--- src/hw/dcache_config.svh ---
`ifndef DCACHE_CONFIG_SVH
`define DCACHE_CONFIG_SVH

// address layout: tag | index | word offset | byte offset
`define DC_ADDR_W      32
`define DC_INDEX_W     8
`define DC_WORD_OFS_W  2
`define DC_BYTE_OFS_W  2

// line geometry
`define DC_WORDS       4
`define DC_WAYS        2
`define DC_WORD_W      32

// derived widths
`define DC_TAG_W   (`DC_ADDR_W - `DC_INDEX_W - `DC_WORD_OFS_W - `DC_BYTE_OFS_W)
`define DC_LINE_W  (`DC_WORDS * `DC_WORD_W)

`endif

--- src/hw/dcache_pkg.sv ---
`include "dcache_config.svh"

package dcache_pkg;

    typedef logic [`DC_ADDR_W-1:0]        addr_t;
    typedef logic [`DC_TAG_W-1:0]         tag_t;
    typedef logic [`DC_INDEX_W-1:0]       index_t;
    typedef logic [`DC_WORD_OFS_W-1:0]    word_ofs_t;
    typedef logic [`DC_WORD_W-1:0]        word_t;
    typedef logic [`DC_LINE_W-1:0]        line_t;
    typedef logic [$clog2(`DC_WAYS)-1:0]  way_t;

    // byte address split into its fields
    typedef struct packed {
        tag_t                      tag;
        index_t                    index;
        word_ofs_t                 word_ofs;
        logic [`DC_BYTE_OFS_W-1:0] byte_ofs;
    } addr_fields_t;

    // one entry of a tag array
    typedef struct packed {
        logic valid;
        tag_t tag;
    } tag_entry_t;

    typedef struct packed {
        logic hit;
        way_t hit_way;
        way_t victim_way;
        logic victim_dirty;   // victim valid and dirty, needs write-back
    } lookup_t;

    // write side of the tag, dirty and data arrays
    typedef struct packed {
        logic [`DC_WAYS*`DC_WORDS-1:0] word_we;   // way-major
        logic [`DC_WAYS-1:0]           tag_we;
        logic [`DC_WAYS-1:0]           dirty_we;
        logic                          dirty_wd;
        logic                          src_l2;    // 1 = refill line, 0 = cpu word
        index_t                        index;
    } array_wr_t;

    typedef struct packed {
        logic  drq;
        logic  rw;      // 1 = write
        addr_t addr;
        line_t wdata;
    } l2_req_t;

    typedef enum logic [2:0] {
        ST_IDLE,
        ST_ACCESS,
        ST_WRITE_HIT,
        ST_WAIT_BUSY_CLEAN,
        ST_WAIT_BUSY_DIRTY,
        ST_WRITE_L2,
        ST_L2_ACCESS,
        ST_WRITE_L1
    } fsm_state_t;

endpackage

--- src/hw/dcache_way_select.sv ---
`timescale 1ns/100ps

module dcache_way_select (
    input  dcache_pkg::tag_entry_t tag0_rd,
    input  dcache_pkg::tag_entry_t tag1_rd,
    input  dcache_pkg::tag_t       req_tag,
    input  logic                   dirty0,
    input  logic                   dirty1,
    input  logic                   lru,
    output dcache_pkg::lookup_t    lookup
);
    import dcache_pkg::*;

    logic hit0;
    logic hit1;
    way_t victim;
    logic victim_valid;
    logic victim_dirty_bit;

    // tag compare per way, an invalid entry never hits
    assign hit0 = tag0_rd.valid && (tag0_rd.tag == req_tag);
    assign hit1 = tag1_rd.valid && (tag1_rd.tag == req_tag);

    // victim choice
    always_comb begin
        if (!tag0_rd.valid) begin
            victim = way_t'(0);      // first free way
        end else if (!tag1_rd.valid) begin
            victim = way_t'(1);
        end else begin
            victim = way_t'(lru);    // both full, lru decides
        end
    end

    always_comb begin
        if (victim == way_t'(0)) begin
            victim_valid     = tag0_rd.valid;
            victim_dirty_bit = dirty0;
        end else begin
            victim_valid     = tag1_rd.valid;
            victim_dirty_bit = dirty1;
        end
    end

    always_comb begin
        lookup.hit          = hit0 || hit1;
        // double match should not happen, way 0 wins if it does
        lookup.hit_way      = hit0 ? way_t'(0) : way_t'(1);
        lookup.victim_way   = victim;
        lookup.victim_dirty = victim_valid && victim_dirty_bit;
    end

endmodule

--- src/hw/dcache_ctrl_fsm.sv ---
`timescale 1ns/100ps

module dcache_ctrl_fsm (
    input  logic                   clk,
    input  logic                   rst_n,
    input  logic                   access_mem,
    input  logic                   memwrite,
    input  dcache_pkg::addr_t      addr,
    input  dcache_pkg::lookup_t    lookup,
    input  dcache_pkg::tag_t       victim_tag,
    input  dcache_pkg::line_t      victim_line,
    input  logic                   l2_busy,
    input  logic                   l2_rdy,
    input  logic                   l2_complete,
    input  logic                   complete,
    output dcache_pkg::fsm_state_t state,
    output logic                   miss_stall,
    output dcache_pkg::l2_req_t    l2_req
);
    import dcache_pkg::*;

    fsm_state_t   next_state;
    addr_fields_t req_f;
    addr_fields_t wb_f;      // line address of the victim
    addr_fields_t fill_f;    // line address of the request

    assign req_f = addr;

    assign wb_f = '{tag: victim_tag, index: req_f.index, word_ofs: '0, byte_ofs: '0};
    assign fill_f = '{tag: req_f.tag, index: req_f.index, word_ofs: '0, byte_ofs: '0};

    always_ff @(posedge clk or negedge rst_n) begin
        if (!rst_n) begin
            state <= ST_IDLE;
        end else begin
            state <= next_state;
        end
    end

    always_comb begin
        next_state = state;
        case (state)
            ST_IDLE: begin
                if (access_mem) begin
                    next_state = ST_ACCESS;
                end
            end
            ST_ACCESS: begin
                if (lookup.hit) begin
                    next_state = memwrite ? ST_WRITE_HIT : ST_IDLE;
                end else if (lookup.victim_dirty) begin
                    next_state = l2_busy ? ST_WAIT_BUSY_DIRTY : ST_WRITE_L2;
                end else begin
                    next_state = l2_busy ? ST_WAIT_BUSY_CLEAN : ST_L2_ACCESS;
                end
            end
            ST_WRITE_HIT: begin
                if (complete) begin
                    next_state = ST_IDLE;
                end
            end
            ST_WAIT_BUSY_DIRTY: begin
                if (!l2_busy) begin
                    next_state = ST_WRITE_L2;
                end
            end
            ST_WAIT_BUSY_CLEAN: begin
                if (!l2_busy) begin
                    next_state = ST_L2_ACCESS;
                end
            end
            ST_WRITE_L2: begin
                // drop drq for a cycle before the refill read
                if (l2_complete) begin
                    next_state = ST_WAIT_BUSY_CLEAN;
                end
            end
            ST_L2_ACCESS: begin
                if (l2_rdy) begin
                    next_state = ST_WRITE_L1;
                end
            end
            ST_WRITE_L1: begin
                if (complete) begin
                    next_state = ST_ACCESS;    // retry, now a hit
                end
            end
        endcase
    end

    // cpu held off for the whole access
    assign miss_stall = (state != ST_IDLE);

    always_comb begin
        l2_req     = '0;
        l2_req.drq = (state == ST_WRITE_L2) || (state == ST_L2_ACCESS);
        if (state == ST_WRITE_L2) begin
            l2_req.rw    = 1'b1;
            l2_req.addr  = wb_f;
            l2_req.wdata = victim_line;
        end else if (state == ST_L2_ACCESS) begin
            l2_req.addr = fill_f;   // read, rw stays low
        end
    end

    // the decision to request was taken while l2 was idle
    a_drq_after_idle: assert property (
        @(posedge clk) disable iff (!rst_n)
        $rose(l2_req.drq) |-> !$past(l2_busy)
    ) else $error("drq rose after l2_busy was high");

    // request fields frozen for as long as drq stays up
    a_req_stable: assert property (
        @(posedge clk) disable iff (!rst_n)
        (l2_req.drq && $past(l2_req.drq)) |-> $stable(l2_req)
    ) else $error("l2_req changed while drq held");

endmodule

--- src/hw/dcache_array_port.sv ---
`timescale 1ns/100ps

`include "dcache_config.svh"

module dcache_array_port (
    input  logic                   clk,
    input  logic                   rst_n,
    input  dcache_pkg::fsm_state_t state,
    input  dcache_pkg::lookup_t    lookup,
    input  dcache_pkg::addr_t      addr,
    input  dcache_pkg::line_t      data0_rd,
    input  dcache_pkg::line_t      data1_rd,
    output dcache_pkg::array_wr_t  array_wr,
    output dcache_pkg::word_t      read_data_m
);
    import dcache_pkg::*;

    addr_fields_t                         req_f;
    way_t                                 refill_way;
    line_t                                hit_line;
    logic [`DC_WORDS-1:0][`DC_WORD_W-1:0] hit_words;
    logic [`DC_WAYS-1:0][`DC_WORDS-1:0]   word_we_w;   // strobes seen per way
    logic [`DC_WAYS-1:0]                  way_busy;

    assign req_f = addr;

    // victim held from the miss decision, the tag write would move it
    always_ff @(posedge clk or negedge rst_n) begin
        if (!rst_n) begin
            refill_way <= '0;
        end else if (state == ST_ACCESS) begin
            refill_way <= lookup.victim_way;
        end
    end

    always_comb begin
        array_wr       = '0;
        array_wr.index = req_f.index;
        case (state)
            ST_WRITE_HIT: begin
                array_wr.word_we[{lookup.hit_way, req_f.word_ofs}] = 1'b1;
                array_wr.tag_we[lookup.hit_way]   = 1'b1;
                array_wr.dirty_we[lookup.hit_way] = 1'b1;
                array_wr.dirty_wd                 = 1'b1;
            end
            ST_WRITE_L1: begin
                // whole line from l2, comes in clean
                array_wr.word_we[{refill_way, word_ofs_t'(0)} +: `DC_WORDS] = '1;
                array_wr.tag_we[refill_way]   = 1'b1;
                array_wr.dirty_we[refill_way] = 1'b1;
                array_wr.src_l2               = 1'b1;
            end
            default: ;
        endcase
    end

    assign hit_line  = (lookup.hit_way == way_t'(0)) ? data0_rd : data1_rd;
    assign hit_words = hit_line;

    // captured on every ACCESS hit, a read leaves IDLE with it next cycle
    always_ff @(posedge clk or negedge rst_n) begin
        if (!rst_n) begin
            read_data_m <= '0;
        end else if (state == ST_ACCESS && lookup.hit) begin
            read_data_m <= hit_words[req_f.word_ofs];
        end
    end

    assign word_we_w = array_wr.word_we;

    always_comb begin
        for (int w = 0; w < `DC_WAYS; w++) begin
            way_busy[w] = |word_we_w[w];
        end
    end

    a_one_way: assert property (
        @(posedge clk) disable iff (!rst_n)
        $onehot0(way_busy) && ((state != ST_WRITE_HIT) || $onehot(array_wr.word_we))
    ) else $error("word strobes span both ways");

endmodule

--- src/hw/dcache_top.sv ---
`timescale 1ns/100ps

module dcache_top (
    input  logic                   clk,
    input  logic                   rst_n,
    // cpu side
    input  logic                   access_mem,
    input  logic                   memwrite,
    input  dcache_pkg::addr_t      addr,
    output dcache_pkg::word_t      read_data_m,
    output logic                   miss_stall,
    // tag, dirty and data arrays
    input  dcache_pkg::tag_entry_t tag0_rd,
    input  dcache_pkg::tag_entry_t tag1_rd,
    input  dcache_pkg::line_t      data0_rd,
    input  dcache_pkg::line_t      data1_rd,
    input  logic                   dirty0,
    input  logic                   dirty1,
    input  logic                   lru,
    input  logic                   complete,
    output dcache_pkg::array_wr_t  array_wr,
    output dcache_pkg::tag_entry_t tag_wd,
    // l2 side
    input  logic                   l2_busy,
    input  logic                   l2_rdy,
    input  logic                   l2_complete,
    output dcache_pkg::l2_req_t    l2_req
);
    import dcache_pkg::*;

    addr_fields_t req_f;
    lookup_t      lookup;
    fsm_state_t   state;
    tag_t         victim_tag;
    line_t        victim_line;

    assign req_f = addr;

    // new tag always lands valid
    assign tag_wd = '{valid: 1'b1, tag: req_f.tag};

    assign victim_tag  = (lookup.victim_way == way_t'(0)) ? tag0_rd.tag : tag1_rd.tag;
    assign victim_line = (lookup.victim_way == way_t'(0)) ? data0_rd : data1_rd;

    dcache_way_select u_way_select (
        .tag0_rd (tag0_rd),
        .tag1_rd (tag1_rd),
        .req_tag (req_f.tag),
        .dirty0  (dirty0),
        .dirty1  (dirty1),
        .lru     (lru),
        .lookup  (lookup)
    );

    dcache_ctrl_fsm u_ctrl_fsm (
        .clk         (clk),
        .rst_n       (rst_n),
        .access_mem  (access_mem),
        .memwrite    (memwrite),
        .addr        (addr),
        .lookup      (lookup),
        .victim_tag  (victim_tag),
        .victim_line (victim_line),
        .l2_busy     (l2_busy),
        .l2_rdy      (l2_rdy),
        .l2_complete (l2_complete),
        .complete    (complete),
        .state       (state),
        .miss_stall  (miss_stall),
        .l2_req      (l2_req)
    );

    dcache_array_port u_array_port (
        .clk         (clk),
        .rst_n       (rst_n),
        .state       (state),
        .lookup      (lookup),
        .addr        (addr),
        .data0_rd    (data0_rd),
        .data1_rd    (data1_rd),
        .array_wr    (array_wr),
        .read_data_m (read_data_m)
    );

endmodule

--- config.mk ---
export PLATFORM = sky130hd
export DESIGN_NAME = dcache_top
export DESIGN_NICKNAME = d
export VERILOG_FILES = /design/src/hw/dcache_pkg.sv /design/src/hw/dcache_way_select.sv /design/src/hw/dcache_ctrl_fsm.sv /design/src/hw/dcache_array_port.sv /design/src/hw/dcache_top.sv
export VERILOG_INCLUDE_DIRS = /design/src /design/src/hw
export SDC_FILE = /design/constraint.sdc
export NUM_CORES = 1
export LEC_CHECK = 0
export ABC_AREA = 1
export ABC_CLOCK_PERIOD_IN_PS = 1280
export BUFFER_PORTS_ARGS = -buffer_cell sky130_fd_sc_hd__buf_2
export CAP_MARGIN = 40
export CORE_AREA = 2 2 225 227
export CTS_CLUSTER_SIZE = 14
export DETAILED_ROUTE_END_ITERATION = 8
export DIE_AREA = 0 0 227 229
export SLEW_MARGIN = 20
export SYNTH_ARGS = -nofsm -noshare
export SYNTH_HDL_FRONTEND = slang
export SYNTH_HIERARCHICAL = 1
export SYNTH_SLANG_ARGS = --single-unit
--- constraint.sdc ---
create_clock -name clk -period 1.28 [get_ports clk]
set_input_delay 0.064 -clock clk [delete_from_list [all_inputs] [get_ports clk]]
set_output_delay 0.064 -clock clk [all_outputs]
set_load 0.01 [all_outputs]
Word level (Yosys, flattened, before mapping)
Index checks and enable logic that the tools add are counted.
{ "op_classes": {"addsub": 1, "n_lt_le_gt_ge": 7, "n_eq_ne": 16, "shift": 2, "muxes": 36, "n_bitwise": 1, "n_reduce_logical": 12} }
{ "ops": {"columns": ["operator", "count"], "rows": [
  ["$mux 128", 3],
  ["$mux 32", 3],
  ["$bmux 32 s2", 1],
  ["$eq 20x20->1", 2],
  ["$mux 3", 10],
  ["$pmux 12 s2", 1],
  ["$pmux 3 s8", 1],
  ["$mux 20", 1],
  ["$ne 2x2->1 const B", 7],
  ["$eq 3x3->1 const B", 4],
  ["$mux 1", 12],
  ["$and 8x8->8", 1],
  ["$shift 4x5->8 const A", 1],
  ["$shiftx 4x5->8 const A", 1],
  ["$logic_and 1x1->1", 7],
  ["$reduce_and 7->1", 1],
  ["$eq 3x2->1 const B", 2],
  ["$neg 3->5", 1],
  ["$lt 1x2->1 const B", 2],
  ["$lt 3x4->1 const B", 1],
  ["$demux 1 s3", 1],
  ["$eq 3x1->1 const B", 1],
  ["$ge 3x1->1 const B", 1],
  ["$logic_not 3->1", 1],
  ["6 further kinds", 9]
]} }
{ "totals": {"regBits": 36, "in_bits": 341, "wordCells": 78} }

Logic depth before layout (Yosys ltp)
Gate-level depths: netlist (run 1).
{ "logic_depth": {"ltp_word": 8, "ltp_mapped": 16, "mapped_depth_nobuf": 14} }

Hierarchy
The synthesis (run 1) kept the hierarchy.
{ "by_module_without_submodules": {"columns": ["mod", "instances", "cells_per_inst", "area_per_inst_um2", "seq_area_each_um2"], "rows": [
  ["dcache_array_port", 1, 900, 4535.6, 825.8],
  ["dcache_top", 1, 500, 2107.0, 0.0],
  ["dcache_ctrl_fsm", 1, 382, 1863.0, 75.1],
  ["dcache_way_select", 1, 202, 813.3, 0.0]
]} }

Worst setup path after synthesis (run 1)
No wires, ideal clock.
{ "synth_path": {"kind": "register to output", "from": "register u_ctrl_fsm.state[2]", "to": "output array_wr[12] in the netlist's numbering", "arrival_time_ns": 1.494, "required_ns": 1.216, "slack_ns": -0.278, "path_stages_with_launch": 6, "cell_sequence": "dfrtp_1 > inv_1 > nor3_1 > nand2_1 > o21ai_0 > buf_4"} }
{ "synth_lines": {"columns": ["item", "line", "text"], "rows": [
  ["start: declaration", "dcache_ctrl_fsm.sv:16", "output dcache_pkg::fsm_state_t state,"],
  ["start signal: assignment", "dcache_ctrl_fsm.sv:36", "state <= next_state;"],
  ["end: declaration", "dcache_top.sv:21", "output dcache_pkg::array_wr_t array_wr,"]
]} }

==> results of run 1 <==
==> cell families (layout without fill, tap and decap cells) <==
family,Yosys count,after routing,synth area share
flip-flops,36,36,0.0967
other,2,8,0.000806
XOR/XNOR,2,2,0.00188
AND/OR/NAND/NOR,1350,1350,0.580
adder cells (fa/ha/maj),1,1,0.00134
AO/OA/AOI/OAI,41,41,0.0333
buffers and inverters,552,1169,0.286
==> path summary, 6_finish.rpt <==
path | startpoint | end | slack (ns)
min reg2reg | u_array_port/read_data_m[3]$_DFFE_PN0P_ | u_array_port/read_data_m[3]$_DFFE_PN0P_ | 0.47
max | u_ctrl_fsm/state[1]$_DFFE_PN0P_ | l2_req[109] | -0.41
min | data0_rd[122] | u_array_port/read_data_m[26]$_DFFE_PN0P_ | 0.20
max reg2reg | u_ctrl_fsm/state[1]$_DFFE_PN0P_ | u_array_port/read_data_m[28]$_DFFE_PN0P_ | -0.36
max in group asynchronous | rst_n | u_ctrl_fsm/state[0]$_DFFE_PN0P_ | 0.76
min in group asynchronous | rst_n | u_array_port/read_data_m[3]$_DFFE_PN0P_ | 0.28
==> cell usage in the layout (no fill, tap or decap), types with 2 or more instances in the layout <==
cell type and instances:
inv_1 372, o21ai_2 2, o21ai_1 4, nor2_1 98, a22o_1 19, nand3_4 4
dfrtp_1 33, inv_8 3, diode_2 3, bufbuf_16 2, buf_2 511, buf_16 12
buf_12 40, dfrtp_2 3, o211ai_1 2, conb_1 5, nand2_4 13, inv_2 16
nand3_2 26, buf_4 113, o31ai_4 8, nor2_4 20, nand2_2 29, inv_6 4
nor2_2 55, nand2_1 919, buf_6 61, nand4_1 4, buf_8 14, clkbuf_16 8
nand3_1 178, inv_4 6
==> registers in the layout (all words and copies together) (netlist names) <==
| name | flops |
|---|---|
| u_ctrl_fsm/state | 3 |
| u_array_port/read_data_m | 32 |
| u_array_port/refill_way | 1 |
==> per-stage QoR <==
stage / hold slack (ns) / std cells
floorplan: -0.232 / 1987
global placement: 0.0685 / 3223
detailed placement: 0.0723 / 3223
CTS: 0.160 / 3267
global route: 0.235 / 3278
finish: 0.204 / 3279
==> worst reg2reg max path, stage by stage, from the launching register on <==
cell and delay (ns):
dfrtp_2 0.44, buf_6 0.15, inv_6 0.05, buf_6 0.09, nand4_1 0.10, buf_6 0.15, buf_12 0.13, inv_16 0.07
buf_12 0.12, buf_16 0.13, nand3_2 0.08, nand2_1 0.07
==> timing repair <==
item,in CTS,in global routing
cloned,13,3
endpoints found under the hold margin,36,0
pin swaps,68,41
hold buffers,1,0
buffers inserted,25,8
setup endpoints to repair,208,208
resized for setup,209,118
==> synthesized netlist by cell type (all sizes together) <==
library cell	count
nor3	2
o31ai	9
ha	1
nand4	5
inv	403
clkbuf	13
dfrtp	36
nand2	961
o211ai	2
xnor2	2
a21boi	1
a22o	20
nand3	208
o21ai	8
nor2	173
or2	1
buf	135
clkinv	1
a21oi	1
conb	2
==> power groups by stage <==
stage | registers (uW) | clock network [uW] | logic, uW
finish | 1330 | 1440 | 9360
global route | 1330 | 1560 | 10200
CTS | 1320 | 1550 | 8580
detailed placement | 1330 | 0 | 7300
global placement | 1330 | 0 | 7320
floorplan | 1290 | 0 | 4340
==> routing by layer <==
metal / share of wire / routed length, um / GRT usage / vias up
li1: - / - / - / 6977
met4: 0.024 / 1240 / 0.0453 / 2
met2: 0.49 / 26100 / 0.347 / 544
met1: 0.41 / 21700 / 0.227 / 6023
met3: 0.072 / 3790 / 0.0354 / 51
met5: 0.00025 / 13 / 0 / -
==> layout make-up <==
cell class,count,area [um2],share of cell area
Sequential cell,36,905,0.0580
Timing Repair Buffer,757,5580,0.358
Antenna cell,3,7.51,0.000481
Clock buffer,7,143,0.00914
Clock inverter,1,7.51,0.000481
Inverter,404,1600,0.103
Tap cell,672,841,0.0539
Multi-Input combinational cell,1399,6520,0.418
==> impl_metrics.toml, run 1 <==
[status]
status = "finished, violations left"
violations = "setup timing"

[synthesis]
synth_cells = 1984
synth.largest_area_cell = "nand2_1"
synth-seq-cells = 36
ys_types = 34
yosys.area.top_type_share = 0.386
ys_warn_count = 6
netlist_area_mm2 = 0.00932
yosysSeqAreaShare = 0.0967
avgSynthCellArea_um2 = 4.70
yosys-top-cells-area = "nand2_1 39%, inv_1 15%, nand3_1 11%"

[floorplan]
die_area_mm2 = 0.0520
die_h_um = 229
die_width_um = 227
initial_core_util = 0.188
io_pins = 579
fp-row-count = 82
core_mm2 = 0.0497

[route]
num_vias = 13600
first_pass_iters = 5
wl_per_cell_um = 16.1
drc_errors = 0
drt_iter0_markers = 675
routed_wl_um = 52800
avgViaCountPerCell = 4.15
ant_nets = 0

[worst_setup_path]
critical_path.top_delay_family = "buffers and inverters"
path_common_cell = "buf_8"
cp_slowest_stage_delay_ns = 0.44
critPathBufInv = 5
crit_fanout = 8
path_cells = "inv_4 -> nand3_4 -> buf_8 -> buf_16 -> buf_8 -> nor2_2 -> buf_2"
endpoint_kind = "output port"
critPathArrivalTime_ns = 1.63
reg2regPathDepth = 11
cp_slowest_cell = "dfrtp_2"
start_kind = "flip-flop"
path_depth = 7
crit_type = "flip-flop to output port"
required_ns = 1.22

[finish]
fill_cells = 5683
nets = 2945
final_util = 0.314
drive_gt1_frac = 0.369
finalInstanceArea_mm2 = 0.0156
area_delta_synth_final_pct = 67.5

[clock_network]
clock_path_buffers = 2
cts-buffers-inserted = 5
cts_sinks = 36
root_buffer = "clkbuf_16"
htreeDepth = 2
cts_tree = "built"
clk_pin_slew_ns = 0.07
clk_latency_ns = 0.32

[sta]
fin_ws_ns = -0.413
period_needed_ns = 1.69
rsz0062_at_grt = "true"
final-max-slew-violation-count = 0
post-route-period-util = 1.32
max_slew_margin = 0.606
tightest_slew_ns = 0.591
fin_setup_tns_ns = -68.04
finalHoldViolations = 0
fin_skew_ns = 0.00438
final-setup-viol-count = 209
clock.fmax_ghz = 0.591

[power_and_ir_drop]
p_seq_frac = 0.109
p_clk_frac = 0.119
powerDensity_mw_per_mm2 = 777
switchingPower_uw = 5890
swShare = 0.485
p_int_uw = 6240
power.leakage_uw = 0.0102
ir_drop_mv = 1.10
pwr-share-comb = 0.772
finalPower_uw = 12100

[placed_design]
place_ws_ns = -0.659
dpl-instance-area_mm2 = 0.0136
hpwl_um = 40000
io_buffers = 571
finalWeightedCongestion = 0.907

[global_route]
grt_max_degree = 48
grt.total_usage = 0.190
antenna_found_initial = 6
grt_pass1_vias = 12300
grt_pass1_wl_um = 73900
gr-total-overflow = 0

[job]
max-cap-violations = 0

[worst_hold_path]
hold_class = "input port to flip-flop"
hold_depth = 7
Power figures use the tool's default switching activity.
==> run 2: changes to the inputs <==
--- a/config.mk
+++ b/config.mk
@@ -10,10 +10,11 @@
 export ABC_CLOCK_PERIOD_IN_PS = 1280
 export BUFFER_PORTS_ARGS = -buffer_cell sky130_fd_sc_hd__buf_2
 export CAP_MARGIN = 40
-export CORE_AREA = 2 2 225 227
+export CORE_AREA = 3 3 226 228
 export CTS_CLUSTER_SIZE = 14
 export DETAILED_ROUTE_END_ITERATION = 8
-export DIE_AREA = 0 0 227 229
+export DIE_AREA = 0 0 229 231
+export REMOVE_ABC_BUFFERS = 1
 export SLEW_MARGIN = 20
 export SYNTH_ARGS = -nofsm -noshare
 export SYNTH_HDL_FRONTEND = slang
==> impl_metrics.toml, run 2 (same netlist as run 1, synthesis figures left out) <==
[floorplan]
die_width_um = 229
io_pins = 579
die_h_um = 231
initial_core_util = 0.190
fp-row-count = 81
die_area_mm2 = 0.0529
core_mm2 = 0.0491

[route]
routed_wl_um = 54800
avgViaCountPerCell = 4.23
first_pass_iters = 5
drc_errors = 0
drt_iter0_markers = 820
num_vias = 14000
ant_nets = 0
wl_per_cell_um = 16.6

[placed_design]
post-place-cells = 3245
io_buffers = 571
finalWeightedCongestion = 0.956
hpwl_um = 42000

[finish]
drive_gt1_frac = 0.362
regMostFlops = "u_array_port/read_data_m"
final_cell_count_no_fill = 3308
largest_reg_flops = 32
final_util = 0.314
final_cell_mix = "929 x nand2_1, 536 x buf_2, 374 x inv_1, 152 x nor2_1, 150 x nand3_1"
nets = 2979
fill_cells = 5707
layout_commonest_cell = "nand2_1"
reg_top3 = "u_array_port/read_data_m (32), u_ctrl_fsm/state (3), u_array_port/refill_way (1)"
area_delta_synth_final_pct = 65.5

[power_and_ir_drop]
ir_drop_mv = 0.811
powerDensity_mw_per_mm2 = 719
power.leakage_uw = 0.0103

[global_route]
grt_pass1_vias = 13100
met1_usage = 0.229
gr-total-overflow = 0
grt_max_degree = 61
busiest_layer = "met2"
grt.total_usage = 0.191
antenna_found_initial = 7
use_met3 = 0.0331
use_met2 = 0.333
grt_pass1_wl_um = 77300

[sta]
rsz0062_at_grt = "true"
period_needed_ns = 1.71
clock.fmax_ghz = 0.586
final-setup-viol-count = 208
fin_ws_ns = -0.426
final-max-slew-violation-count = 0
fin_skew_ns = 0.00921
post-route-period-util = 1.33
finalHoldViolations = 0

[worst_setup_path]
cp_slowest_stage_delay_ns = 0.40
reg2regPathDepth = 9
cp_slowest_cell = "dfrtp_1"
path_cells = "buf_6 -> inv_2 -> nand3_4 -> inv_8 -> clkbuf_16 -> a22o_4 -> buf_2"
crit_type = "flip-flop to output port"
endpoint_kind = "output port"
critPathArrivalTime_ns = 1.64
required_ns = 1.22
crit_fanout = 5
start_kind = "flip-flop"

[clock_network]
htreeDepth = 2
clk_pin_slew_ns = 0.07
cts_tree = "built"
clk_latency_ns = 0.30
cts-buffers-inserted = 5
clock_path_buffers = 2
cts_sinks = 36
root_buffer = "clkbuf_16"

[worst_hold_path]
hold_depth = 7
hold_class = "input port to flip-flop"

[job]
max-cap-violations = 0

[status]
violations = "setup timing"
status = "finished, violations left"
==> run 2: cell types whose count changed in the layout (fill, tap and decap cells not counted), sizes merged <==
cell,delta
bufbuf,-1
clkbuf,+3
diode,+3
clkinvlp,-1
buf,+33
==> run 2: layer usage <==
layer | vias to the layer above | wire [um]
li1 | 7042 | -
met1 | 6226 | 22200
met2 | 627 | 26100
met3 | 101 | 3890
met4 | 2 | 2530
met5 | - | 7
==> run 2: metrics by stage <==
step	TNS, ns	hold slack (ns)	setup slack, ns	cell area [um2]	total power [uW]
2_1_floorplan	-1677.59	-0.232	-10.40	8200	4790
4_1_cts	-68.11	0.192	-0.404	14900	10600
5_1_grt	-83.69	0.234	-0.468	15400	11900
6_report	-70.35	0.204	-0.426	15400	11100
3_5_place_dp	-68.38	0.0819	-0.855	13500	8610
3_3_place_gp	-67.42	0.0787	-0.809	13500	8620
==> run 2: what timing repair did <==
item | in CTS | in global routing
hold buffers | 1 | 0
pin swaps | 66 | 69
hold endpoints to repair | 36 | 0
resized for setup | 172 | 111
buffers inserted | 32 | 7
setup endpoints to repair | 208 | 208
gates cloned | 13 | 5
==> run 2: power breakdown <==
part	switching [uW]	internal (uW)
Combinational	4850	3580
Sequential	82.6	1210
Clock	580	781
Total	5520	5570
==> run 2: area by class of cell <==
| class | instances | area, um2 | share of cell area |
|---|---|---|---|
| inverter | 404 | 1560 | 0.101 |
| multi-input combinational | 1399 | 6410 | 0.415 |
| sequential | 36 | 902 | 0.0585 |
| timing repair buffer | 791 | 5560 | 0.361 |
| tap | 664 | 831 | 0.0539 |
| clock buffer | 8 | 146 | 0.00949 |
| antenna | 6 | 15.0 | 0.000974 |
==> run 2: final timing paths <==
path	startpoint	end	slack (ns)
max in group asynchronous	rst_n	u_ctrl_fsm/state[1]$_DFFE_PN0P_	0.67
setup reg to reg	u_ctrl_fsm/state[1]$_DFFE_PN0P_	u_array_port/read_data_m[13]$_DFFE_PN0P_	-0.31
hold reg to reg	u_array_port/read_data_m[27]$_DFFE_PN0P_	u_array_port/read_data_m[27]$_DFFE_PN0P_	0.47
hold / removal	data0_rd[56]	u_array_port/read_data_m[24]$_DFFE_PN0P_	0.20
min in group asynchronous	rst_n	u_array_port/read_data_m[8]$_DFFE_PN0P_	0.34
setup / recovery	u_ctrl_fsm/state[0]$_DFFE_PN0P_	l2_req[143]	-0.43
==> run 2: critical path: cells and delay by family, from the launching register on <==
kind | cells | cell delay [ns]
flops | 1 | 0.40
compound gates | 1 | 0.26
buf+inv | 5 | 0.56
simple gates | 1 | 0.11
